File: config.mk
export PLATFORM = sky130hd
export DESIGN_NAME = id_ex_register
export DESIGN_NICKNAME = d
export VERILOG_FILES = /design/src/cpu_pkg.sv /design/src/id_ex_register.sv
export SDC_FILE = /design/constraint.sdc
export NUM_CORES = 1
export LEC_CHECK = 0
export BUFFER_PORTS_ARGS = -buffer_cell sky130_fd_sc_hd__buf_2
export CORE_UTILIZATION = 36
export DETAILED_ROUTE_END_ITERATION = 10
export PLACE_DENSITY = 0.76
export SYNTH_ARGS = -nofsm -noshare
export SYNTH_HDL_FRONTEND = slang
export SYNTH_SLANG_ARGS = --single-unit
File: constraint.sdc
create_clock -name clk -period 0.8 [get_ports clk]
set_input_delay 0.04 -clock clk [delete_from_list [all_inputs] [get_ports clk]]
set_output_delay 0.04 -clock clk [all_outputs]
set_load 0.02 [all_outputs]
File: src/cpu_pkg.sv
package cpu_pkg;

  // ====================
  // widths
  // ====================
  localparam int data_width     = 32;
  localparam int reg_addr_width = 5;
  localparam int imm_width      = 16;
  localparam int dmem_words     = 64;

  // ====================
  // encodings
  // ====================
  localparam logic [5:0] op_rtype = 6'h00;
  localparam logic [5:0] op_addi  = 6'h08;
  localparam logic [5:0] op_lw    = 6'h23;
  localparam logic [5:0] op_sw    = 6'h2b;

  localparam logic [5:0] fn_add = 6'h20;
  localparam logic [5:0] fn_sub = 6'h22;
  localparam logic [5:0] fn_and = 6'h24;
  localparam logic [5:0] fn_or  = 6'h25;
  localparam logic [5:0] fn_slt = 6'h2a;

  typedef enum logic [2:0] {
    alu_add,
    alu_sub,
    alu_and,
    alu_or,
    alu_slt
  } alu_op_e;

  typedef struct packed {
    logic [5:0]                opcode;
    logic [reg_addr_width-1:0] rs;
    logic [reg_addr_width-1:0] rt;
    logic [reg_addr_width-1:0] rd;
    logic [4:0]                shamt;  // no shifts in this core
    logic [5:0]                funct;
  } r_fmt_t;

  typedef struct packed {
    logic [5:0]                opcode;
    logic [reg_addr_width-1:0] rs;
    logic [reg_addr_width-1:0] rt;
    logic [imm_width-1:0]      imm;
  } i_fmt_t;

  typedef union packed {
    r_fmt_t r_fmt;
    i_fmt_t i_fmt;
  } inst_word_u;

  // ====================
  // stage records
  // ====================
  typedef struct packed {
    alu_op_e alu_op;
    logic    alu_src;    // immediate as operand b
    logic    mem_read;
    logic    mem_write;
    logic    reg_write;
    logic    reg_dst;    // rd instead of rt
  } ctrl_t;

  typedef struct packed {
    ctrl_t                     ctrl;
    logic [reg_addr_width-1:0] rs;
    logic [reg_addr_width-1:0] rt;
    logic [reg_addr_width-1:0] dest;
    logic [data_width-1:0]     op_a;
    logic [data_width-1:0]     op_b;
    logic [data_width-1:0]     imm;
  } id_ex_t;

  typedef struct packed {
    logic                      mem_read;
    logic                      mem_write;
    logic                      reg_write;
    logic [reg_addr_width-1:0] dest;
    logic [data_width-1:0]     alu_result;
    logic [data_width-1:0]     store_data;
  } ex_mem_t;

  typedef struct packed {
    logic                      valid;
    logic [reg_addr_width-1:0] dest;
    logic [data_width-1:0]     data;
  } wb_t;

endpackage
File: src/id_ex_register.sv
`timescale 1ns/1ps

module id_ex_register import cpu_pkg::*; (
  input  logic                      clk,
  input  logic                      reset,
  input  logic                      stall,
  input  ctrl_t                     ctrl,
  input  logic [reg_addr_width-1:0] dest,
  input  logic [data_width-1:0]     imm,
  input  inst_word_u                if_id_inst,
  input  logic [data_width-1:0]     rd_data_a,
  input  logic [data_width-1:0]     rd_data_b,
  output id_ex_t                    id_ex
);

  // ====================
  // ID/EX register
  // ====================
  always_ff @(posedge clk) begin
    if (reset || stall) begin
      id_ex <= '0;  // bubble
    end else begin
      id_ex.ctrl <= ctrl;
      id_ex.rs   <= if_id_inst.r_fmt.rs;
      id_ex.rt   <= if_id_inst.r_fmt.rt;
      id_ex.dest <= dest;
      id_ex.op_a <= rd_data_a;
      id_ex.op_b <= rd_data_b;
      id_ex.imm  <= imm;
    end
  end

  // the held instruction must not also leave a copy behind the bubble
  a_bubble_no_write: assert property (
    @(posedge clk) disable iff (reset)
    stall |=> !id_ex.ctrl.reg_write && !id_ex.ctrl.mem_write
  ) else $error("stall bubble carries a write");

endmodule

Word-level counts from Yosys, hierarchy flattened
Index checks and enable logic that the tools add are counted.
{"block": "classes", "n_reduce_logical": 1}
{"operator": "logical OR 1 bit", "n": 1}
{"block": "totals", "reg_bits": 119, "in_bits": 144, "output_inout_bits": 119, "elab_cells": 13}

Longest topological paths before layout
{"block": "depth", "depth_word": 1, "mapped_depth": 3, "mapped_depth_nobuf": 1}

Worst setup path after synthesis
No wires, ideal clock.
{"block": "synth_timing", "path_type": "input-to-reg", "start": "input reset", "end": "register id_ex[0] in the netlist's numbering", "setup_ps": 72, "t_arrival_ps": 485, "required_ps": 728, "path_slack_ps": 242, "path_stages": 3, "path_cell_list": "buf_4 buf_6 nor3b_2"}
{"block": "synth_between", "elab_chain_len": 1}
{"element": "start, declared", "line": "id_ex_register.sv:5", "rtl": "input logic reset,"}
{"element": "logical OR 1 bit", "line": "id_ex_register.sv:20", "rtl": "if (reset || stall) begin"}
{"element": "end, declared", "line": "id_ex_register.sv:13", "rtl": "output id_ex_t id_ex"}
Every way passes these cells.
A chain may end at the register's enable or synchronous reset.

Worst setup path in the final report
{"block": "layout_timing", "start": "register id_ex[61] in the netlist's numbering", "end": "output id_ex[61] in the netlist's numbering"}
No word-level cell between the ends.

==> metrics.csv <==
metric;value;unit
Die Y;109;um
Peak Freq;1.10;GHz
top-area cell type share of the netlist area;0.580;
Routed WL;13.9;mm
beginning of the worst hold path;stall;
final hold violation count;0;
post-synthesis sequential area ratio;0.580;
Rel. slew slack;0.754;
WL/cell;17.6;um
CTS clk-pin slew, worst paths;0.06;ns
die area;11800;um2
CP Class;flip-flop to output port;
worst setup margin;-0.106;ns
area of the mapped netlist;4110;um2
cell taking the most area after synthesis;dfxtp_1;
CTS tree;yes;
Root Buffer;clkbuf_16;
Top FF cell, synth;dfxtp_1;
critical path startpoint category;flip-flop;
Port Buf Inserts;240;
PnR Total Power;16.3;mW
Worst Path Arrival;0.87;ns
Final min period;0.906;ns
tightest hold margin;0.0215;ns
critical-path maximum fanout;1;
RSZ-0062 raised after global routing;yes;
max reg flops;119;
syn nets;408;
cts bufs inserted;17;
critical path launch point;id_ex[61];
Core ar.;11000;um2
post-route ant nets;0;
Detailed Routing Iterations Pass 1;4;
Mapped Cells;264;
Post-synth EDFFs;0;
Syn Area/Cell;15.6;um2
Post-synth top cells;dfxtp_1, nor3b_2, buf_6;
GRT Total Usage;0.235;
Synth area leaders;dfxtp_1, nor3b_2, buf_6, nor3b_1, buf_4;
layout cell share with drive strength beyond 1;0.796;
starting DRC count in detailed routing;92;
Remaining DRCs;0;
synth warn;0;
failing checks;negative setup slack;
initial antenna violation count;3;
peak supply drop;0.00168;V
Max-Cap Viols;0;
number of global-route vias before repair;3916;
Critical path buffers and inverters;1;
DIE WIDTH;109;um
Area after DPL;5400;um2
Layout area overhead;97.4;%
status;finished with violations;
pre-CTS setup slack;0.100;ns
crit-path max cell delay;0.35;ns
# IOs;263;
instance count on the critical path;1;
routed vias;3545;
first-pass GRT wire length;20.2;mm
design area;8110;um2
family with the most delay on the worst path;flip-flops;
worst-margin pin slew;0.367;ns
H-tree depth;4;
Static Leak;3.49;nW
Final period util;1.13;
grt ovf;0;
# setup viols final;124;
initial core utilization;0.374;
vias per inst;4.49;
largest registers;id_ex (119);
CP cell instances;buf_6;
HP Class;input pin to flip-flop;
Netlist cell types;6;
Worst Path Required;0.76;ns
Rows;38;
Detail Placement HPWL;6.76;mm
hold path depth;3;
Critical Path End Type;output port;
Post-synth ARST share;0;
number of synthesized register bits;119;
CP max-delay cell;dfxtp_2;
power per standard cell area;2010;nW/um2
routability congestion estimate;0.800;
CTS max path bufs;2;
CTS Sinks;119;
most common cell in the netlist;dfxtp_1;
Top reg by flops;id_ex;
final slew viol count;0;
Nets;778;
largest net degree at the start of global routing;37;
final cells by class:
class	instances	area, um2
multi-input combinational	119	1450
clock inverter	9	124
clock buffer	23	468
tap	140	175
timing repair buffer	377	3350
antenna	3	7.51
fill	677	2870
sequential	119	2530
stage by stage:
step | TNS, ns | instances | utilization
after floorplan | 0 | 264 | -
after global placement | 0 | 634 | 0.491
after detailed placement | 0 | 634 | 0.491
after CTS | -11.62 | 787 | 0.736
after global routing | -13.08 | 790 | 0.739
final | -9.16 | 790 | 0.739
worst paths after layout:
kind,endpoint,slack [ns]
max,id_ex[61],-0.11
min,id_ex[21],0.02
metal layers:
metal | GRT usage | vias to the layer above | part of all wire
met5 | 0 | - | 0
met4 | 0.137 | 0 | 0.037
met3 | 0.0729 | 37 | 0.059
met2 | 0.456 | 168 | 0.56
met1 | 0.211 | 1693 | 0.34
li1 | - | 1647 | -
logic make-up after synthesis:
| group | synth area share |
|---|---|
| simple gates | 0.351 |
| flops | 0.580 |
| buf+inv | 0.0688 |
repair_timing:
action	CTS	global route
gates resized for setup	352	7
buffers inserted	0	0
endpoints found under the setup margin	119	125
gates cloned	0	0
hold buffers	121	1
endpoints found under the hold margin	119	6
layout by cell type (no fill, tap or decap):
master,n
dlygate4sd3_1,121
buf_6,121
dfxtp_2,119
buf_2,119
nor3b_2,112
clkbuf_16,17
buf_4,11
nor3b_1,7
clkinv_2,5
buf_12,5
clkbuf_1,4
diode_2,3
bufinv_16,3
clkbuf_8,2
clkinv_4,1
power breakdown:
part           total (mW)  internal, mW  switching (mW)  leakage (nW)
clock network        7.66          5.04            2.61         0.295
registers            6.35          6.22           0.126          1.02
logic                2.33          1.36           0.971          2.17
Note: power is estimated with default switching activity, not from simulation.
