$ cat src/cpu_pkg.sv
package cpu_pkg;

  // ====================
  // widths
  // ====================
  localparam int data_width     = 32;
  localparam int reg_addr_width = 5;
  localparam int imm_width      = 16;
  localparam int dmem_words     = 64;

  // ====================
  // encodings
  // ====================
  localparam logic [5:0] op_rtype = 6'h00;
  localparam logic [5:0] op_addi  = 6'h08;
  localparam logic [5:0] op_lw    = 6'h23;
  localparam logic [5:0] op_sw    = 6'h2b;

  localparam logic [5:0] fn_add = 6'h20;
  localparam logic [5:0] fn_sub = 6'h22;
  localparam logic [5:0] fn_and = 6'h24;
  localparam logic [5:0] fn_or  = 6'h25;
  localparam logic [5:0] fn_slt = 6'h2a;

  typedef enum logic [2:0] {
    alu_add,
    alu_sub,
    alu_and,
    alu_or,
    alu_slt
  } alu_op_e;

  typedef struct packed {
    logic [5:0]                opcode;
    logic [reg_addr_width-1:0] rs;
    logic [reg_addr_width-1:0] rt;
    logic [reg_addr_width-1:0] rd;
    logic [4:0]                shamt;  // no shifts in this core
    logic [5:0]                funct;
  } r_fmt_t;

  typedef struct packed {
    logic [5:0]                opcode;
    logic [reg_addr_width-1:0] rs;
    logic [reg_addr_width-1:0] rt;
    logic [imm_width-1:0]      imm;
  } i_fmt_t;

  typedef union packed {
    r_fmt_t r_fmt;
    i_fmt_t i_fmt;
  } inst_word_u;

  // ====================
  // stage records
  // ====================
  typedef struct packed {
    alu_op_e alu_op;
    logic    alu_src;    // immediate as operand b
    logic    mem_read;
    logic    mem_write;
    logic    reg_write;
    logic    reg_dst;    // rd instead of rt
  } ctrl_t;

  typedef struct packed {
    ctrl_t                     ctrl;
    logic [reg_addr_width-1:0] rs;
    logic [reg_addr_width-1:0] rt;
    logic [reg_addr_width-1:0] dest;
    logic [data_width-1:0]     op_a;
    logic [data_width-1:0]     op_b;
    logic [data_width-1:0]     imm;
  } id_ex_t;

  typedef struct packed {
    logic                      mem_read;
    logic                      mem_write;
    logic                      reg_write;
    logic [reg_addr_width-1:0] dest;
    logic [data_width-1:0]     alu_result;
    logic [data_width-1:0]     store_data;
  } ex_mem_t;

  typedef struct packed {
    logic                      valid;
    logic [reg_addr_width-1:0] dest;
    logic [data_width-1:0]     data;
  } wb_t;

endpackage
$ cat src/control_decoder.sv
`timescale 1ns/1ps

module control_decoder import cpu_pkg::*; (
  input  logic                      if_id_valid,
  input  inst_word_u                if_id_inst,
  output ctrl_t                     ctrl,
  output logic [reg_addr_width-1:0] dest,
  output logic [data_width-1:0]     imm
);

  logic [imm_width-1:0] raw_imm;

  assign raw_imm = if_id_inst.i_fmt.imm;
  assign imm     = {{(data_width-imm_width){raw_imm[imm_width-1]}}, raw_imm};

  always_comb begin
    ctrl = '0;  // no-op unless decoded below
    if (if_id_valid) begin
      case (if_id_inst.i_fmt.opcode)
        op_rtype: begin
          ctrl.reg_write = 1'b1;
          ctrl.reg_dst   = 1'b1;
          case (if_id_inst.r_fmt.funct)
            fn_add:  ctrl.alu_op = alu_add;
            fn_sub:  ctrl.alu_op = alu_sub;
            fn_and:  ctrl.alu_op = alu_and;
            fn_or:   ctrl.alu_op = alu_or;
            fn_slt:  ctrl.alu_op = alu_slt;
            default: ctrl = '0;  // unknown funct retires silently
          endcase
        end
        op_addi: begin
          ctrl.alu_src   = 1'b1;
          ctrl.reg_write = 1'b1;
        end
        op_lw: begin
          ctrl.alu_src   = 1'b1;
          ctrl.mem_read  = 1'b1;
          ctrl.reg_write = 1'b1;
        end
        op_sw: begin
          ctrl.alu_src   = 1'b1;
          ctrl.mem_write = 1'b1;
        end
        default: ctrl = '0;
      endcase
    end
  end

  assign dest = ctrl.reg_dst ? if_id_inst.r_fmt.rd : if_id_inst.i_fmt.rt;

endmodule

$ cat config.mk
export PLATFORM = sky130hd
export DESIGN_NAME = control_decoder
export DESIGN_NICKNAME = d
export VERILOG_FILES = /design/src/cpu_pkg.sv /design/src/control_decoder.sv
export SDC_FILE = /design/constraint.sdc
export NUM_CORES = 1
export LEC_CHECK = 0
export BUFFER_PORTS_ARGS = -buffer_cell sky130_fd_sc_hd__clkbuf_2
export CAP_MARGIN = 40
export CORE_MARGIN = 2
export CORE_UTILIZATION = 31
export DETAILED_ROUTE_END_ITERATION = 7
export PLACE_DENSITY_LB_ADDON = 0.2
export REMOVE_ABC_BUFFERS = 1
export SETUP_SLACK_MARGIN = 0.4
export SYNTH_ARGS = -nofsm -noshare
export SYNTH_HDL_FRONTEND = slang
export SYNTH_SLANG_ARGS = --single-unit
$ cat constraint.sdc
create_clock -name vclk -period 2.4
set_input_delay 0.12 -clock vclk [all_inputs]
set_output_delay 0.12 -clock vclk [all_outputs]
set_load 0.01 [all_outputs]
### Yosys cells after proc, flatten, opt, wreduce, memory -nomap -nowiden

Cells that the tools add are included.

* register bits: 0
* bits of input ports: 33
* logic and storage cells: 22

* eq/ne operators: 8
* multiplexer cells: 10
* reductions and logical operators: 4

Operator list (count)
* 6-bit equality test, second input constant: 7
* 3-bit case mux with 4 select lines: 1
* 8-bit two-way mux: 1
* 1-bit case mux with 2 select lines: 4
* 6-bit by 4-bit equality test with 1-bit output, second input constant: 1
* 6-bit zero test: 1
* 5-bit two-way mux: 1
* 5-bit OR reduction: 1
* 3-bit two-way mux: 1
* 3-bit OR reduction: 1
* 2-bit two-way mux: 1
* 2-bit OR reduction: 1
* 1-bit two-way mux: 1

### Logic depth before layout (Yosys ltp)

* depth in word-level cells: 6
* gate-level depth with buffers: 4

### Worst setup path after synthesis

OpenSTA, ideal clock, no wires.

* path kind: input port to output port
* start point: in if_id_inst[27] (netlist bit)
* end point: out dest[0]
* arrival: 1237 ps
* setup slack: 1043 ps
* stages on the path: 4
* buffers on the path: 0
* cells stage by stage: nor3_2 -> inv_2 -> nor4_4 -> mux2_2

RTL lines
* start, declared: RTL line control_decoder.sv:5 `input inst_word_u if_id_inst,`
* end, declared: RTL line control_decoder.sv:7 `output logic [reg_addr_width-1:0] dest,`

### Final worst setup path

* start point: in if_id_inst[27] (netlist bit)
* end point: out dest[0]

* longest elaborated chain between the ends: 4

RTL lines
* 6-bit zero test: RTL line control_decoder.sv:19 `case (if_id_inst.i_fmt.opcode)`
* 1-bit two-way mux: RTL line control_decoder.sv:19
* 8-bit two-way mux: RTL line control_decoder.sv:18 `if (if_id_valid) begin`
* 5-bit two-way mux: RTL line control_decoder.sv:50 `assign dest = ctrl.reg_dst ? if_id_inst.r_fmt.rd : if_id_inst.i_fmt.rt;`

Every way passes these cells.

==> impl_metrics.ini <==
[finish]
regArea_um2 = 0
antenna_cells = 0
nets = 129
layout-drive-gt1-share_pct = 77.7
fin_area_um2 = 558
nClkBuffers = 0
seq_cell_count = 0
synthToLayoutAreaGrowth_pct = 20.2

[setup_path]
arrival_ns = 1.50
critPathCaptureType = output port
criticalPathCategory = in -> out
cp_max_fo = 6
startpoint_type = input port
critical_path_required_ns = 2.28

[logic_synthesis]
synthAdderAreaFrac_pct = 0
yosysTopAreaCell = buf_4
yosysTopAreaCellShare_pct = 51.8
synth_top_family_by_area = buffers and inverters
yosysSeqAreaShare_pct = 0
synth_area_leaders = buf_4 (52%), mux2_2 (12%), nor4_4 (4.6%), a21oi_1 (3.2%), nor2_1 (3.2%)
synth_warnings = 0
synth_simple_gate_area_share_pct = 25.3
synth-xor-area-share_pct = 0
synth.distinct_cells = 19
synth_area_um2 = 464
synth_common_cells = buf_4 (32), mux2_2 (5), nor2_1 (4)
syn_inst = 63
synth_compound_area_share_pct = 8.36
syn_avg_cell_area_um2 = 7.37
synth.mux.area_fraction_pct = 12.1
synth_most_common_cell = buf_4

[place]
place_congestion = 0.698
hpwl_um = 1060
place_ws_ns = 0.763
placed_area_um2 = 558
io_buffers = 63

[detailed_routing]
ant_nets = 0
vias_per_cell = 4.16
vias = 453
routed_wl_um = 1150
wire_per_inst_um = 10.5
drtPass1Iterations = 4
drt_iter0_markers = 6
drc = 0

[power_and_ir_drop]
pwr-share-seq_pct = 0
p_int_uw = 40.0
p_leak_uw = 0.000333
pwr-share-comb_pct = 100.0
power.share.clock_pct = 0
vdd_ir_drop_max_uv = 67.7
switching_share_pct = 54.4
power_density_nw_per_um2 = 157
power_uw = 87.7
switchingPower_uw = 47.7

[global_routing]
globalRouteOverflowTotal = 0
track_usage_pct = 11.7
grt_max_degree = 19
grt_pass1_wl_um = 1800
antenna_found_initial = 0
grt_pass1_vias = 420

[timing]
tns_ns = 0
drv_slew = 0
clock.fmax_mhz = 619
period_share_pct = 67.3
worstMarginPinSlew_ns = 0.429
slew_headroom_pct = 71.2
layout_min_cycle_time_ns = 1.62
fin_ws_ns = 0.785
hold_violations = 0
setup_violations = 0
rsz0062_at_grt = no

[hold_path]
hold_start = if_id_inst[10]
hold_depth = 0
worstHoldPathType = in -> out
worstHoldEndpoint = imm[10]

[clock_tree]
cts_setup_buffers = 0
postCtsHoldBufs = 0
ctsResizeCount = 0

[floorplan]
rows = 13
core_area_um2 = 1350
num_io_pins = 78
die_h_um = 42.7
die-area_um2 = 1820
die_w_um = 42.7
start_util_pct = 34.4

[job]
max_cap_viol_count = 0

[outcome]
status = complete, no violations
## per-layer routing
metal	vias up	global-route usage [%]	wire (µm)
met2	25	23.0	591
li1	244	-	-
met1	184	13.9	462
met3	0	1.28	91
met4	0	0	0
met5	-	0	0
## kinds of logic after synthesis
family                 count (synthesis)
buffers and inverters                 35
and+or+nand+nor                       18
AOI/OAI and AO/OA                      5
muxes                                  5
## area by class of cell
cell class | instances | area, µm²
fillers | 154 | 792
repair buffers | 63 | 315
multi-input cells | 28 | 213
well taps | 15 | 18.8
inverters | 3 | 11.3
## per-stage QoR
| stage | hold slack [ns] | std cells | utilization (%) |
|---|---|---|---|
| 3_3_place_gp | 0.240 | 109 | 41.3 |
| 5_1_grt | 0.240 | 109 | 41.3 |
| 4_1_cts | 0.240 | 109 | 41.3 |
| 3_5_place_dp | 0.240 | 109 | 41.3 |
| 6_report | 0.240 | 109 | 41.3 |
| 2_1_floorplan | 0.240 | 31 | - |
## cell usage in the layout, fill, tap and decap left out, drive strengths merged
cell / n
clkbuf: 63
mux2: 5
nor2: 4
a21oi: 3
inv: 3
nor3: 3
nand2: 2
nand2b: 2
nor4: 2
nand3: 1
and2b: 1
nor2b: 1
o221ai: 1
nand4b: 1
nor3b: 1
a21o: 1
## worst max path at each step
stage          endpoint  cells after the start           start  slack, ns
2_1_floorplan   dest[0]                      4  if_id_inst[27]       1.04
3_3_place_gp    dest[3]                      6  if_id_inst[27]       0.79
3_5_place_dp    dest[0]                      6  if_id_inst[27]       0.76
4_1_cts         dest[4]                      6  if_id_inst[27]       0.77
5_1_grt         dest[1]                      6   if_id_inst[1]       0.66
6_report        dest[0]                      6  if_id_inst[27]       0.78
## critical path, cell delays in order
cell and delay, ns:
clkbuf_2 0.09, nor3_2 0.28, inv_2 0.09, nor4_4 0.40, mux2_2 0.39, clkbuf_2 0.13
## power groups by stage
stage	clock (µW)	combinational [µW]	sequential [µW]
2_1_floorplan	0	19.9	0
3_3_place_gp	0	87.9	0
3_5_place_dp	0	88.8	0
4_1_cts	0	89.1	0
5_1_grt	0	96.1	0
6_report	0	87.7	0
Power figures use the tool's default switching activity.
