==> config.mk <==
export PLATFORM = sky130hd
export DESIGN_NAME = register_file
export DESIGN_NICKNAME = d
export VERILOG_FILES = /design/src/cpu_pkg.sv /design/src/register_file.sv
export SDC_FILE = /design/constraint.sdc
export NUM_CORES = 2
export LEC_CHECK = 0
export CORE_ASPECT_RATIO = 1.1
export CORE_MARGIN = 2
export CORE_UTILIZATION = 33
export DETAILED_ROUTE_END_ITERATION = 16
export DONT_BUFFER_PORTS = 1
export PLACE_DENSITY = 0.47
export SYNTH_ARGS = -nofsm -noshare
export SYNTH_HDL_FRONTEND = slang
export SYNTH_SLANG_ARGS = --single-unit
==> constraint.sdc <==
create_clock -name clk -period 2 [get_ports clk]
set_input_delay 0.1 -clock clk [delete_from_list [all_inputs] [get_ports clk]]
set_output_delay 0.1 -clock clk [all_outputs]
set_load 0.02 [all_outputs]
==> src/cpu_pkg.sv <==
package cpu_pkg;

  // ====================
  // widths
  // ====================
  localparam int data_width     = 32;
  localparam int reg_addr_width = 5;
  localparam int imm_width      = 16;
  localparam int dmem_words     = 64;

  // ====================
  // encodings
  // ====================
  localparam logic [5:0] op_rtype = 6'h00;
  localparam logic [5:0] op_addi  = 6'h08;
  localparam logic [5:0] op_lw    = 6'h23;
  localparam logic [5:0] op_sw    = 6'h2b;

  localparam logic [5:0] fn_add = 6'h20;
  localparam logic [5:0] fn_sub = 6'h22;
  localparam logic [5:0] fn_and = 6'h24;
  localparam logic [5:0] fn_or  = 6'h25;
  localparam logic [5:0] fn_slt = 6'h2a;

  typedef enum logic [2:0] {
    alu_add,
    alu_sub,
    alu_and,
    alu_or,
    alu_slt
  } alu_op_e;

  typedef struct packed {
    logic [5:0]                opcode;
    logic [reg_addr_width-1:0] rs;
    logic [reg_addr_width-1:0] rt;
    logic [reg_addr_width-1:0] rd;
    logic [4:0]                shamt;  // no shifts in this core
    logic [5:0]                funct;
  } r_fmt_t;

  typedef struct packed {
    logic [5:0]                opcode;
    logic [reg_addr_width-1:0] rs;
    logic [reg_addr_width-1:0] rt;
    logic [imm_width-1:0]      imm;
  } i_fmt_t;

  typedef union packed {
    r_fmt_t r_fmt;
    i_fmt_t i_fmt;
  } inst_word_u;

  // ====================
  // stage records
  // ====================
  typedef struct packed {
    alu_op_e alu_op;
    logic    alu_src;    // immediate as operand b
    logic    mem_read;
    logic    mem_write;
    logic    reg_write;
    logic    reg_dst;    // rd instead of rt
  } ctrl_t;

  typedef struct packed {
    ctrl_t                     ctrl;
    logic [reg_addr_width-1:0] rs;
    logic [reg_addr_width-1:0] rt;
    logic [reg_addr_width-1:0] dest;
    logic [data_width-1:0]     op_a;
    logic [data_width-1:0]     op_b;
    logic [data_width-1:0]     imm;
  } id_ex_t;

  typedef struct packed {
    logic                      mem_read;
    logic                      mem_write;
    logic                      reg_write;
    logic [reg_addr_width-1:0] dest;
    logic [data_width-1:0]     alu_result;
    logic [data_width-1:0]     store_data;
  } ex_mem_t;

  typedef struct packed {
    logic                      valid;
    logic [reg_addr_width-1:0] dest;
    logic [data_width-1:0]     data;
  } wb_t;

endpackage
==> src/register_file.sv <==
`timescale 1ns/1ps

module register_file import cpu_pkg::*; (
  input  logic                      clk,
  input  logic                      reset,
  input  logic [reg_addr_width-1:0] rs,
  input  logic [reg_addr_width-1:0] rt,
  output logic [data_width-1:0]     rd_data_a,
  output logic [data_width-1:0]     rd_data_b,
  input  wb_t                       wb
);

  logic [data_width-1:0] regs [2**reg_addr_width];

  // write-first: same-cycle write-back is visible to ID
  function automatic logic [data_width-1:0] read_port(input logic [reg_addr_width-1:0] idx);
    logic [data_width-1:0] val;
    if (idx == '0) begin
      val = '0;
    end else if (wb.valid && wb.dest == idx) begin
      val = wb.data;
    end else begin
      val = regs[idx];
    end
    return val;
  endfunction

  always_comb begin
    rd_data_a = read_port(rs);
    rd_data_b = read_port(rt);
  end

  always_ff @(posedge clk) begin
    if (reset) begin
      for (int i = 0; i < 2**reg_addr_width; i++) begin
        regs[i] <= '0;
      end
    end else if (wb.valid && wb.dest != '0) begin
      regs[wb.dest] <= wb.data;
    end
  end

  a_zero_reg_const: assert property (@(posedge clk) disable iff (reset) $stable(regs[0]))
    else $error("register zero storage changed");

endmodule

======== Word-level counts from Yosys, hierarchy flattened ========
Memory sizes are Yosys's and may differ from the RTL's.
Index checks and enable logic that the tools add are counted.
storage, ports and cells
  memories ................................ 1
  RAM bits ................................ 1024
  logic and storage cells ................. 22
  bits in registers ....................... 0
operators by class
  multiplexer cells ....................... 12
  equal/unequal tests ..................... 2
  reductions and logical operators ........ 7
memories
  memory  depth  bits a word  rd ports  clocked after memory_dff  write ports  RTL line             text
  regs    32     32           2         0                         32           register_file.sv:13  logic [data_width-1:0] regs [2**reg_addr_width];
operators with widths
  kind                 count
  two-way mux 32 bit   5
  OR reduction 32 bit  1
  == test 5 bit        2
  logical NOT 5 bit    2
  two-way mux 1 bit    6
  two-way mux 5 bit    1
  nonzero test 5 bit   1
  logical AND 1 bit    3

======== Longest topological paths before layout ========
  depth in word-level cells ............... 7
  depth in mapped cells ................... 10

======== Least setup slack after synthesis ========
OpenSTA, ideal clock, no wires.
  kind .................................... input port to output port
  from .................................... input port rs[1]
  to ...................................... output port rd_data_a[10]
  data arrival time ....................... 1.950 ns
  path slack .............................. -0.050 ns
  cell stages on the path ................. 7
  data required time ...................... 1.900 ns
  cell sequence ........................... buf_2 > buf_1 > clkbuf_1 > mux4_2 > a2111oi_0 > a21oi_1 > a22o_1
on the way
  word-level cells in the longest chain between the ends .. 4
  elaborated cells between the ends (all ways) .. 6
RTL lines
  item                                                                               RTL line             text
  start, declared                                                                    register_file.sv:6   input logic [reg_addr_width-1:0] rs,
  parallel branches: the longest is 3 deep, another holds memory read (32 x 32 bit)  --
  two-way mux 32 bit (*)                                                             register_file.sv:18  if (idx == '0) begin
  end, declared                                                                      register_file.sv:8   output logic [data_width-1:0] rd_data_a,
Every way passes the cells marked *.

======== Worst setup path after layout ========
  from .................................... input port rt[0]
  to ...................................... output port rd_data_b[20]
on the way
  word-level cells in the longest chain between the ends .. 4
  elaborated cells between the ends (all ways) .. 6
RTL lines
  item                                                                               RTL line             text
  start, declared                                                                    register_file.sv:7   input logic [reg_addr_width-1:0] rt,
  parallel branches: the longest is 3 deep, another holds memory read (32 x 32 bit)  --
  two-way mux 32 bit (*)                                                             register_file.sv:18
  end, declared                                                                      register_file.sv:9   output logic [data_width-1:0] rd_data_b,
Marks and branches as above.

==> flow_metrics.tcl <==
set metrics [dict create \
    status "finished with violations" \
    violations "slew limit, setup timing" \
    min_period_over_period_pct 142 \
    grt_pass1_vias 35900 \
    max_freq_mhz 352 \
    final_area_um2 66200 \
    grt_use_met3_pct 5.36 \
    ff_latch_area_um2 30700 \
    dpl.hpwl_um 127000 \
    core_um2 165000 \
    mappedNetlistArea_um2 54700 \
    peakVddDrop_v 0.000710 \
    io_pins 114 \
    slew_violations 27 \
    power.leakage_nw 23.1 \
    routabilityCongestion 0.833 \
    clk_pin_slew_ns 0.06 \
    io_buffers 0 \
    start_util_pct 33.3 \
    clockBufferDepth 3 \
    worst_slew_pin_slew_ns 1.52 \
    cp-end-kind "output pin" \
    async_flop_share_pct 0 \
    die_area_um2 169000 \
    relSlewSlack_pct -1.39 \
    dieHeight_um 431 \
    nets 3933 \
    grt_overflow_total 0 \
    worstPathMaxFanout 318 \
    layout-drive-gt1-share_pct 29.9 \
    drc 0 \
    path_class "in2out" \
    route.vias.total 34900 \
    htree_num_levels 3 \
    setup_viol 64 \
    multi_input_area_um2 24200 \
    ant_nets 0 \
    dpl_cell_area_um2 59600 \
    ys.flop_type "edfxtp_1" \
    die_w_um 392 \
    crit_arrival_ns 2.74 \
    syn2layout_area_growth_pct 21.0 \
    cts_sinks 1024 \
    regMostFlops "regs" \
    synth_seq_area_share_pct 56.2 \
    row_count 156 \
    ys_warn_count 0 \
    maxCapViolCount 0 \
    final.setup.tns_ns -40.54 \
    globalRouteMet2Util_pct 41.3 \
    root_buffer "clkbuf_16" \
    setup_ws_ns -0.839 \
    ys_types 50 \
    ys_seq_elements 1024 \
    period_minus_slack_ns 2.84 \
    drt_wl_total_um 217000 \
    dr.first_iter.drc_count 3461 \
    crit_path_start_kind "input port" \
    syn_inst 3740 \
    power.density_nw_per_um2 819 \
    nFillCells 15100 \
    hp-class "in2reg" \
    grt_usage_pct 25.5 \
    via_per_inst 5.63 \
    finalHoldViolations 0 \
    syn_area_per_cell_um2 14.6 \
    grt_max_degree 323 \
    cts_tree "built" \
    top_usage_layer "met2" \
    reg.largest.list "regs x1024" \
    largest_reg_flops 1024 \
    antenna_found_initial 18 \
    grt_pass1_wl_um 297000 \
    cp.required_ns 1.90 \
    first_pass_iters 5 \
    detail_route.wl_per_cell_um 35.0 \
    synth_edf_count 1024 \
    p_total_mw 54.2 \
    cts_inserted_buffers 118 \
    grtUsageMet1_pct 32.7 \
    rsz0062_at_grt "yes" \
]
## cell usage after synthesis (41+ instances only)
library cell | count | area, um^2
o221ai_1 | 42 | 368
clkbuf_1 | 302 | 1130
a21oi_1 | 78 | 390
mux4_2 | 388 | 8740
a22o_1 | 55 | 482
mux2i_1 | 281 | 2810
and2_1 | 994 | 6220
nor2_1 | 43 | 161
a22oi_1 | 133 | 998
o22ai_1 | 41 | 257
edfxtp_1 | 1024 | 30700
buf_2 | 69 | 345
## metrics by stage
step	utilization [%]	hold slack, ns	cells	setup WS, ns
floorplan	-	0.298	3771	0.0180
global placement	36.2	0.232	5878	-1.23
detailed placement	36.2	0.232	5879	-0.457
CTS	40.0	0.151	6182	-0.797
global route	40.2	0.175	6192	-0.851
finish	40.2	0.182	6201	-0.839
## power breakdown
group | internal, mW | total (mW) | switching (mW)
logic | 3.43 | 7.43 | 4.00
clock network | 12.3 | 21.4 | 9.10
registers | 24.8 | 25.4 | 0.566
total | 40.6 | 54.2 | 13.7
## worst max-delay path: stages
cell and delay (ns):
xnor2_1 0.51, nand2_1 0.14, or2_2 0.34, a21oi_1 0.34
buf_4 0.28, a221o_1 0.23, buf_12 0.13
## timing repair
item	CTS	global route
resized for setup	256	52
endpoints found under the setup margin	64	662
endpoints found under the hold margin	1746	0
buffers inserted	7	8
pin swaps	134	25
hold buffers	86	0
## metal layers
| metal | share of wire (%) | up-vias |
|---|---|---|
| met1 | 40 | 18400 |
| met2 | 48 | 1369 |
| met5 | 0.019 | - |
| met4 | 5.0 | 6 |
| li1 | - | 14800 |
| met3 | 7.3 | 336 |
## worst paths after layout
kind / startpoint / endpoint / slack (ns) / cells past startpoint
setup / recovery: rt[0] / rd_data_b[20] / -0.84 / 7
hold / removal: wb[32] / regs[31][22]$_SDFFCE_PN0P_ / 0.18 / 4
## cells in the final DEF, fill, tap and decap left out, types with 12 or more instances in the layout
cell,synthesis,layout
clkinv_1,0,36
o22ai_1,41,36
o221ai_1,42,32
buf_12,0,114
a22o_1,55,16
a22oi_1,133,97
edfxtp_1,1024,1024
a22o_4,0,39
or2_2,33,33
and2_1,994,994
nor2_4,0,34
a22oi_2,0,36
a2111oi_4,0,16
clkinv_2,0,22
dlygate4sd3_1,0,58
a21oi_2,0,28
buf_4,22,224
nand3_1,12,12
a21oi_1,78,39
mux2i_1,281,275
clkbuf_16,0,121
clkbuf_1,302,18
nand2_1,35,35
mux4_2,388,388
o221a_4,0,15
conb_1,1,32
## cell families after synthesis
kind of cell              synth area share (%)
DFF                                       56.2
AOI/OAI and AO/OA                         6.45
muxes                                     21.2
and+or+nand+nor                           12.7
other                                  0.00685
xor gates and xnor gates                 0.160
buffers and inverters                     3.23
## final cells by class
class                      count  share of cell area (%)
tap                         2212                    4.18
multi-input combinational   2331                    36.6
clock inverter                76                   0.958
antenna                       11                  0.0416
sequential                  1024                    46.5
timing repair buffer         406                    7.06
inverter                       2                  0.0113
clock buffer                 139                    4.68
Power figures use the tool's default switching activity.
