--- src/cpu_pkg.sv ---
package cpu_pkg;

  // ====================
  // widths
  // ====================
  localparam int data_width     = 32;
  localparam int reg_addr_width = 5;
  localparam int imm_width      = 16;
  localparam int dmem_words     = 64;

  // ====================
  // encodings
  // ====================
  localparam logic [5:0] op_rtype = 6'h00;
  localparam logic [5:0] op_addi  = 6'h08;
  localparam logic [5:0] op_lw    = 6'h23;
  localparam logic [5:0] op_sw    = 6'h2b;

  localparam logic [5:0] fn_add = 6'h20;
  localparam logic [5:0] fn_sub = 6'h22;
  localparam logic [5:0] fn_and = 6'h24;
  localparam logic [5:0] fn_or  = 6'h25;
  localparam logic [5:0] fn_slt = 6'h2a;

  typedef enum logic [2:0] {
    alu_add,
    alu_sub,
    alu_and,
    alu_or,
    alu_slt
  } alu_op_e;

  typedef struct packed {
    logic [5:0]                opcode;
    logic [reg_addr_width-1:0] rs;
    logic [reg_addr_width-1:0] rt;
    logic [reg_addr_width-1:0] rd;
    logic [4:0]                shamt;  // no shifts in this core
    logic [5:0]                funct;
  } r_fmt_t;

  typedef struct packed {
    logic [5:0]                opcode;
    logic [reg_addr_width-1:0] rs;
    logic [reg_addr_width-1:0] rt;
    logic [imm_width-1:0]      imm;
  } i_fmt_t;

  typedef union packed {
    r_fmt_t r_fmt;
    i_fmt_t i_fmt;
  } inst_word_u;

  // ====================
  // stage records
  // ====================
  typedef struct packed {
    alu_op_e alu_op;
    logic    alu_src;    // immediate as operand b
    logic    mem_read;
    logic    mem_write;
    logic    reg_write;
    logic    reg_dst;    // rd instead of rt
  } ctrl_t;

  typedef struct packed {
    ctrl_t                     ctrl;
    logic [reg_addr_width-1:0] rs;
    logic [reg_addr_width-1:0] rt;
    logic [reg_addr_width-1:0] dest;
    logic [data_width-1:0]     op_a;
    logic [data_width-1:0]     op_b;
    logic [data_width-1:0]     imm;
  } id_ex_t;

  typedef struct packed {
    logic                      mem_read;
    logic                      mem_write;
    logic                      reg_write;
    logic [reg_addr_width-1:0] dest;
    logic [data_width-1:0]     alu_result;
    logic [data_width-1:0]     store_data;
  } ex_mem_t;

  typedef struct packed {
    logic                      valid;
    logic [reg_addr_width-1:0] dest;
    logic [data_width-1:0]     data;
  } wb_t;

endpackage
--- src/memory_stage.sv ---
`timescale 1ns/1ps

module memory_stage import cpu_pkg::*; (
  input  logic    clk,
  input  logic    reset,
  input  ex_mem_t ex_mem,
  output wb_t     wb
);

  logic [data_width-1:0]         ram [dmem_words];
  logic [$clog2(dmem_words)-1:0] word_idx;
  logic [data_width-1:0]         rd_word;

  assign word_idx = ex_mem.alu_result[2 +: $clog2(dmem_words)];  // word aligned
  assign rd_word  = ram[word_idx];

  // ====================
  // data RAM
  // ====================
  always_ff @(posedge clk) begin
    if (reset) begin
      for (int i = 0; i < dmem_words; i++) begin
        ram[i] <= '0;
      end
    end else if (ex_mem.mem_write) begin
      ram[word_idx] <= ex_mem.store_data;
    end
  end

  // ====================
  // MEM/WB register
  // ====================
  always_ff @(posedge clk) begin
    wb.dest <= ex_mem.dest;
    wb.data <= ex_mem.mem_read ? rd_word : ex_mem.alu_result;
    if (reset) begin
      wb.valid <= 1'b0;
    end else begin
      wb.valid <= ex_mem.reg_write && (ex_mem.dest != '0);  // r0 writes vanish here
    end
  end

  a_rd_wr_excl: assert property (
    @(posedge clk) disable iff (reset) !(ex_mem.mem_read && ex_mem.mem_write)
  ) else $error("load and store in the same slot");

endmodule

--- config.mk ---
export PLATFORM = sky130hd
export DESIGN_NAME = memory_stage
export DESIGN_NICKNAME = d
export VERILOG_FILES = /design/src/cpu_pkg.sv /design/src/memory_stage.sv
export SDC_FILE = /design/constraint.sdc
export NUM_CORES = 2
export LEC_CHECK = 0
export BUFFER_PORTS_ARGS = -buffer_cell sky130_fd_sc_hd__clkbuf_2
export CAP_MARGIN = 10
export CORE_ASPECT_RATIO = 1.5
export CORE_UTILIZATION = 45
export CTS_CLUSTER_DIAMETER = 120
export DETAILED_ROUTE_END_ITERATION = 12
export SLEW_MARGIN = 20
export SYNTH_ARGS = -nofsm -noshare
export SYNTH_HDL_FRONTEND = slang
export SYNTH_SLANG_ARGS = --single-unit
--- constraint.sdc ---
create_clock -name clk -period 2.1 [get_ports clk]
set_input_delay 0.105 -clock clk [delete_from_list [all_inputs] [get_ports clk]]
set_output_delay 0.105 -clock clk [all_outputs]
set_load 0.01 [all_outputs]
==> Word level (Yosys, flattened, before mapping) <==
Memory sizes are Yosys's and may differ from the RTL's.
Cells that the tools add are included.
{ "totals": {"reg_bits": 38, "latch_bits": 0, "ramBits": 2048, "romBits": 0, "elab_cells": 16, "memories": 1} }
{ "memory_table": {"columns": ["name", "depth", "word_bits", "rd", "rd_clocked_by_memory_dff", "wr", "line_no", "rtl"], "rows": [
  ["ram", 64, 32, 1, 0, 64, "memory_stage.sv:10", "logic [data_width-1:0] ram [dmem_words];"]
]} }
{ "op_classes": {"add_sub_neg": 0, "mul": 0, "div": 0, "magnitude_cmp": 0, "eq_ne": 0, "shift": 0, "mux": 9, "bitwise_logic": 0, "n_reduce_logical": 3} }
{ "ops": {"columns": ["operator", "count"], "rows": [
  ["32-bit two-way mux", 2],
  ["32-bit OR reduction", 1],
  ["1-bit two-way mux", 6],
  ["6-bit two-way mux", 1],
  ["5-bit nonzero test", 1],
  ["1-bit logical AND", 1]
]} }

==> Depth between registers and ports, before layout <==
{ "depth": {"word_depth": 5, "mapped_depth": 12, "mapped_depth_nobuf": 6} }

==> Least setup slack after synthesis <==
OpenSTA, ideal clock, no wires.
{ "synth_path": {"path_type": "input-to-reg", "startpoint": "input ex_mem[38] (netlist name)", "endpoint": "memory ram[18][0] (enable)", "setup_time_ns": 0.375, "arrival_ns": 1.895, "t_required_ns": 1.725, "path_slack_ns": -0.169, "cell_stages": 6, "path_cell_list": "clkbuf_1 -> or3b_2 -> clkbuf_1 -> clkbuf_1 -> nor2_1 -> or2_2"} }
{ "synth_lines": {"columns": ["element", "line_no", "rtl"], "rows": [
  ["from (decl)", "memory_stage.sv:6", "input ex_mem_t ex_mem,"],
  ["to (decl)", "memory_stage.sv:10", null]
]} }

==> Worst setup path in the final report <==
{ "layout_path": {"startpoint": "memory ram[29][12]", "endpoint": "register wb[12] (netlist name)"} }
{ "layout_between": {"elab_chain_cells": 2} }
{ "layout_rtl": {"columns": ["element", "line_no", "rtl"], "rows": [
  ["memory read 64 x 32 bit", null, null],
  ["32-bit two-way mux", "memory_stage.sv:35", "wb.data <= ex_mem.mem_read ? rd_word : ex_mem.alu_result;"],
  ["to (decl)", "memory_stage.sv:7", "output wb_t wb"]
]} }
No other way between the ends.
A chain may end at the register's enable or synchronous reset.

==> flow_summary.ini <==
[outcome]
status = complete, but fails checks
violations = setup timing

[logic_synthesis]
syn_nets = 6820
yosysTopAreaCellShare_pct = 65.1
synth_area_sq_um = 94500
ys.flop_type = edfxtp_1
synth-warning-count = 0
seq_area_frac_synth_pct = 65.9
syn_avg_cell_area_sq_um = 14.0
synth_enable_flop_cells = 2048
synth-seq-cells = 2086
synthArstFlopShare_pct = 0
syn_inst = 6746
yosysTopAreaCell = edfxtp_1
synth_area_leaders = edfxtp_1, and2_1, mux4_2
synth_cell_types = 77

[setup_path]
startpoint_type = register
path_delay_family = compound AO/OA/AOI/OAI gates
startpoint = ram[29][12]$_SDFFCE_PN0P_
crit_buf_inv = 1
critPathArrivalTime_ps = 3080
worstRegToRegCells = 7
r2r_end = wb[12]$_DFF_P_
crit_cells = 7
cp_max_fo = 1
critPathKind = register to register
required_ps = 2860
cpMaxStageDelayCell = mux4_2
ff2ff_setup_slack_ps = -220
critPathCaptureType = register
path_cells = mux4_2 > and3_4 > a311o_1 > a2111oi_2 > buf_4 > o211a_1 > a41oi_2
slowest_delay_ps = 500
endpoint = wb[12]$_DFF_P_
r2r-start = ram[29][12]$_SDFFCE_PN0P_

[floorplan]
die_h_um = 563
die_area_sq_um = 212000
rows = 205
io_pins = 112
start_util_pct = 45.4
die_w_um = 376
core_area_sq_um = 208000

[sta]
fin_tns_setup_ps = -754
slew_violations = 0
period_needed_ps = 2320
fin_skew_ps = 70.7
worstMarginPinSlew_ps = 1050
setup_ws_ps = -221
hold_viol_final = 0
setup_viol = 10
fmax_mhz = 431
fin_crit_sh_pct = 111
rsz0062_at_grt = true
maxSlewHeadroom_pct = 30.3

[power_and_ir_drop]
power_frac_clock_pct = 38.3
p_leak_uw = 0.0421
power.switching_uw = 23700
swShare_pct = 24.7
internal_power_uw = 72300
vdd_drop_max_mv = 0.658
pwr-share-seq_pct = 50.6
comb_power_share_pct = 11.1
p_per_area_nw_per_um2 = 831

[route]
dr.pass1.iters = 9
vias = 64900
vias_per_cell = 6.19
routedWlPerCell_um = 35.6
drt_iter0_drc = 9557
routed_wl_um = 374000
route.detailed.drc = 0
ant_nets = 0

[cells_and_area]
area_delta_synth_final_pct = 22.3
final_cells = 10500
stdcell_area_sq_um = 116000
postLayoutCoreUtil_pct = 55.5
final_cell_mix = and2_1, edfxtp_1, buf_4
drive_gt1_share_pct = 26.9
final_common_cell = and2_1
nets = 7600

[hold_path]
hp-class = primary input to register

[global_routing]
grt_pass1_wl_um = 510000
antenna_found_initial = 23
grt_remaining_overflow = 0
gr-usage-all-layers_pct = 34.8
grt_max_degree = 66
grt_pass1_vias = 62900

[cts]
cts_htree_levels = 4
cts-buffers-inserted = 205
cts_tree = built
cts_root_buffer = clkbuf_16
clk_pin_slew_ps = 60
clock_sinks = 2086
insertion_delay_ps = 900
cts.path.max_buffers = 4

[placed_design]
io_buffers = 111
hpwl_um = 254000
globalplace.congestion = 1.00
place_inst = 10100
placed_area_sq_um = 108000

[run]
max_cap_violations = 0
## worst min-delay path, stage by stage
cell and delay [ps]:
clkbuf_2 250, buf_4 230, buf_4 140, o32a_1 130
## power groups by stage
stage	sequential [uW]	clock, uW	combinational, uW
global placement	49300	0	10100
floorplan	49100	0	4030
global route	48700	38400	10700
finish	48600	36800	10600
CTS	48500	37000	10400
detailed placement	49400	0	10100
## synthesized netlist by cell type (all sizes together) (32+ instances only)
master / n
a21oi: 127
a221o: 36
a221oi: 211
a22oi: 139
and2: 2056
buf: 216
clkbuf: 494
dfxtp: 38
edfxtp: 2048
mux2: 144
mux2i: 209
mux4: 173
nand2: 103
nand3: 32
nor2: 202
o21ai: 125
o22ai: 72
or2: 67
## how the worst min path moves through the flow
stage | from | endpoint | slack [ps] | cells past startpoint
6_report | ex_mem[38] | wb[6]$_DFF_P_ | 30 | 4
5_1_grt | ex_mem[26] | ram[9][26]$_SDFFCE_PN0P_ | 30 | 2
4_1_cts | ex_mem[26] | ram[9][26]$_SDFFCE_PN0P_ | 20 | 2
3_5_place_dp | ex_mem[64] | wb[32]$_DFF_P_ | 230 | 1
3_3_place_gp | ex_mem[68] | wb[36]$_DFF_P_ | 220 | 1
2_1_floorplan | ex_mem[64] | wb[32]$_DFF_P_ | 130 | 0
## state kept, by name, summed over array words and instances, names as in the netlist
register	count
wb	38
ram	2048
## layout make-up
type                       instances  area (sq um)
clock buffer                     252          5380
clock inverter                   114          1070
antenna                           13          32.5
timing repair buffer            1283         13100
tap                             2794          3500
inverter                           5          27.5
sequential                      2086         62300
multi-input combinational       3945         30200
fill                           16800         92700
## cells by family after synthesis
kind of cell	share of synthesized area, %
and+or+nand+nor	16.0
DFF	65.9
buffers and inverters	3.28
AOI/OAI and AO/OA	6.81
muxes	8.05
## metrics by stage
stage | total power [uW] | hold WS, ps | setup WS, ps
after floorplan | 53100 | 133 | 1.07
final | 96000 | 33.8 | -221
after global routing | 97800 | 30.2 | -262
after global placement | 59400 | 219 | -1000
after detailed placement | 59500 | 226 | -1010
after CTS | 95900 | 15.4 | -230
## what timing repair did
| action | CTS | global route |
|---|---|---|
| buffers inserted | 0 | 0 |
| pin swaps | 26 | 30 |
| endpoints found under the setup margin | 23 | 364 |
| gates resized for setup | 91 | 61 |
| endpoints found under the hold margin | 1129 | 0 |
| hold buffers | 67 | 0 |
## layer usage
layer | up-vias | wire, um | part of all wire [%] | GRT usage, %
met1 | 33200 | 130000 | 35 | 42.8
met2 | 4366 | 174000 | 47 | 55.6
met3 | 993 | 39500 | 11 | 6.93
met4 | 2 | 29800 | 8.0 | 23.4
li1 | 26300 | - | - | -
met5 | - | 11 | 0.0029 | 0
Note: power is estimated with default switching activity, not from simulation.
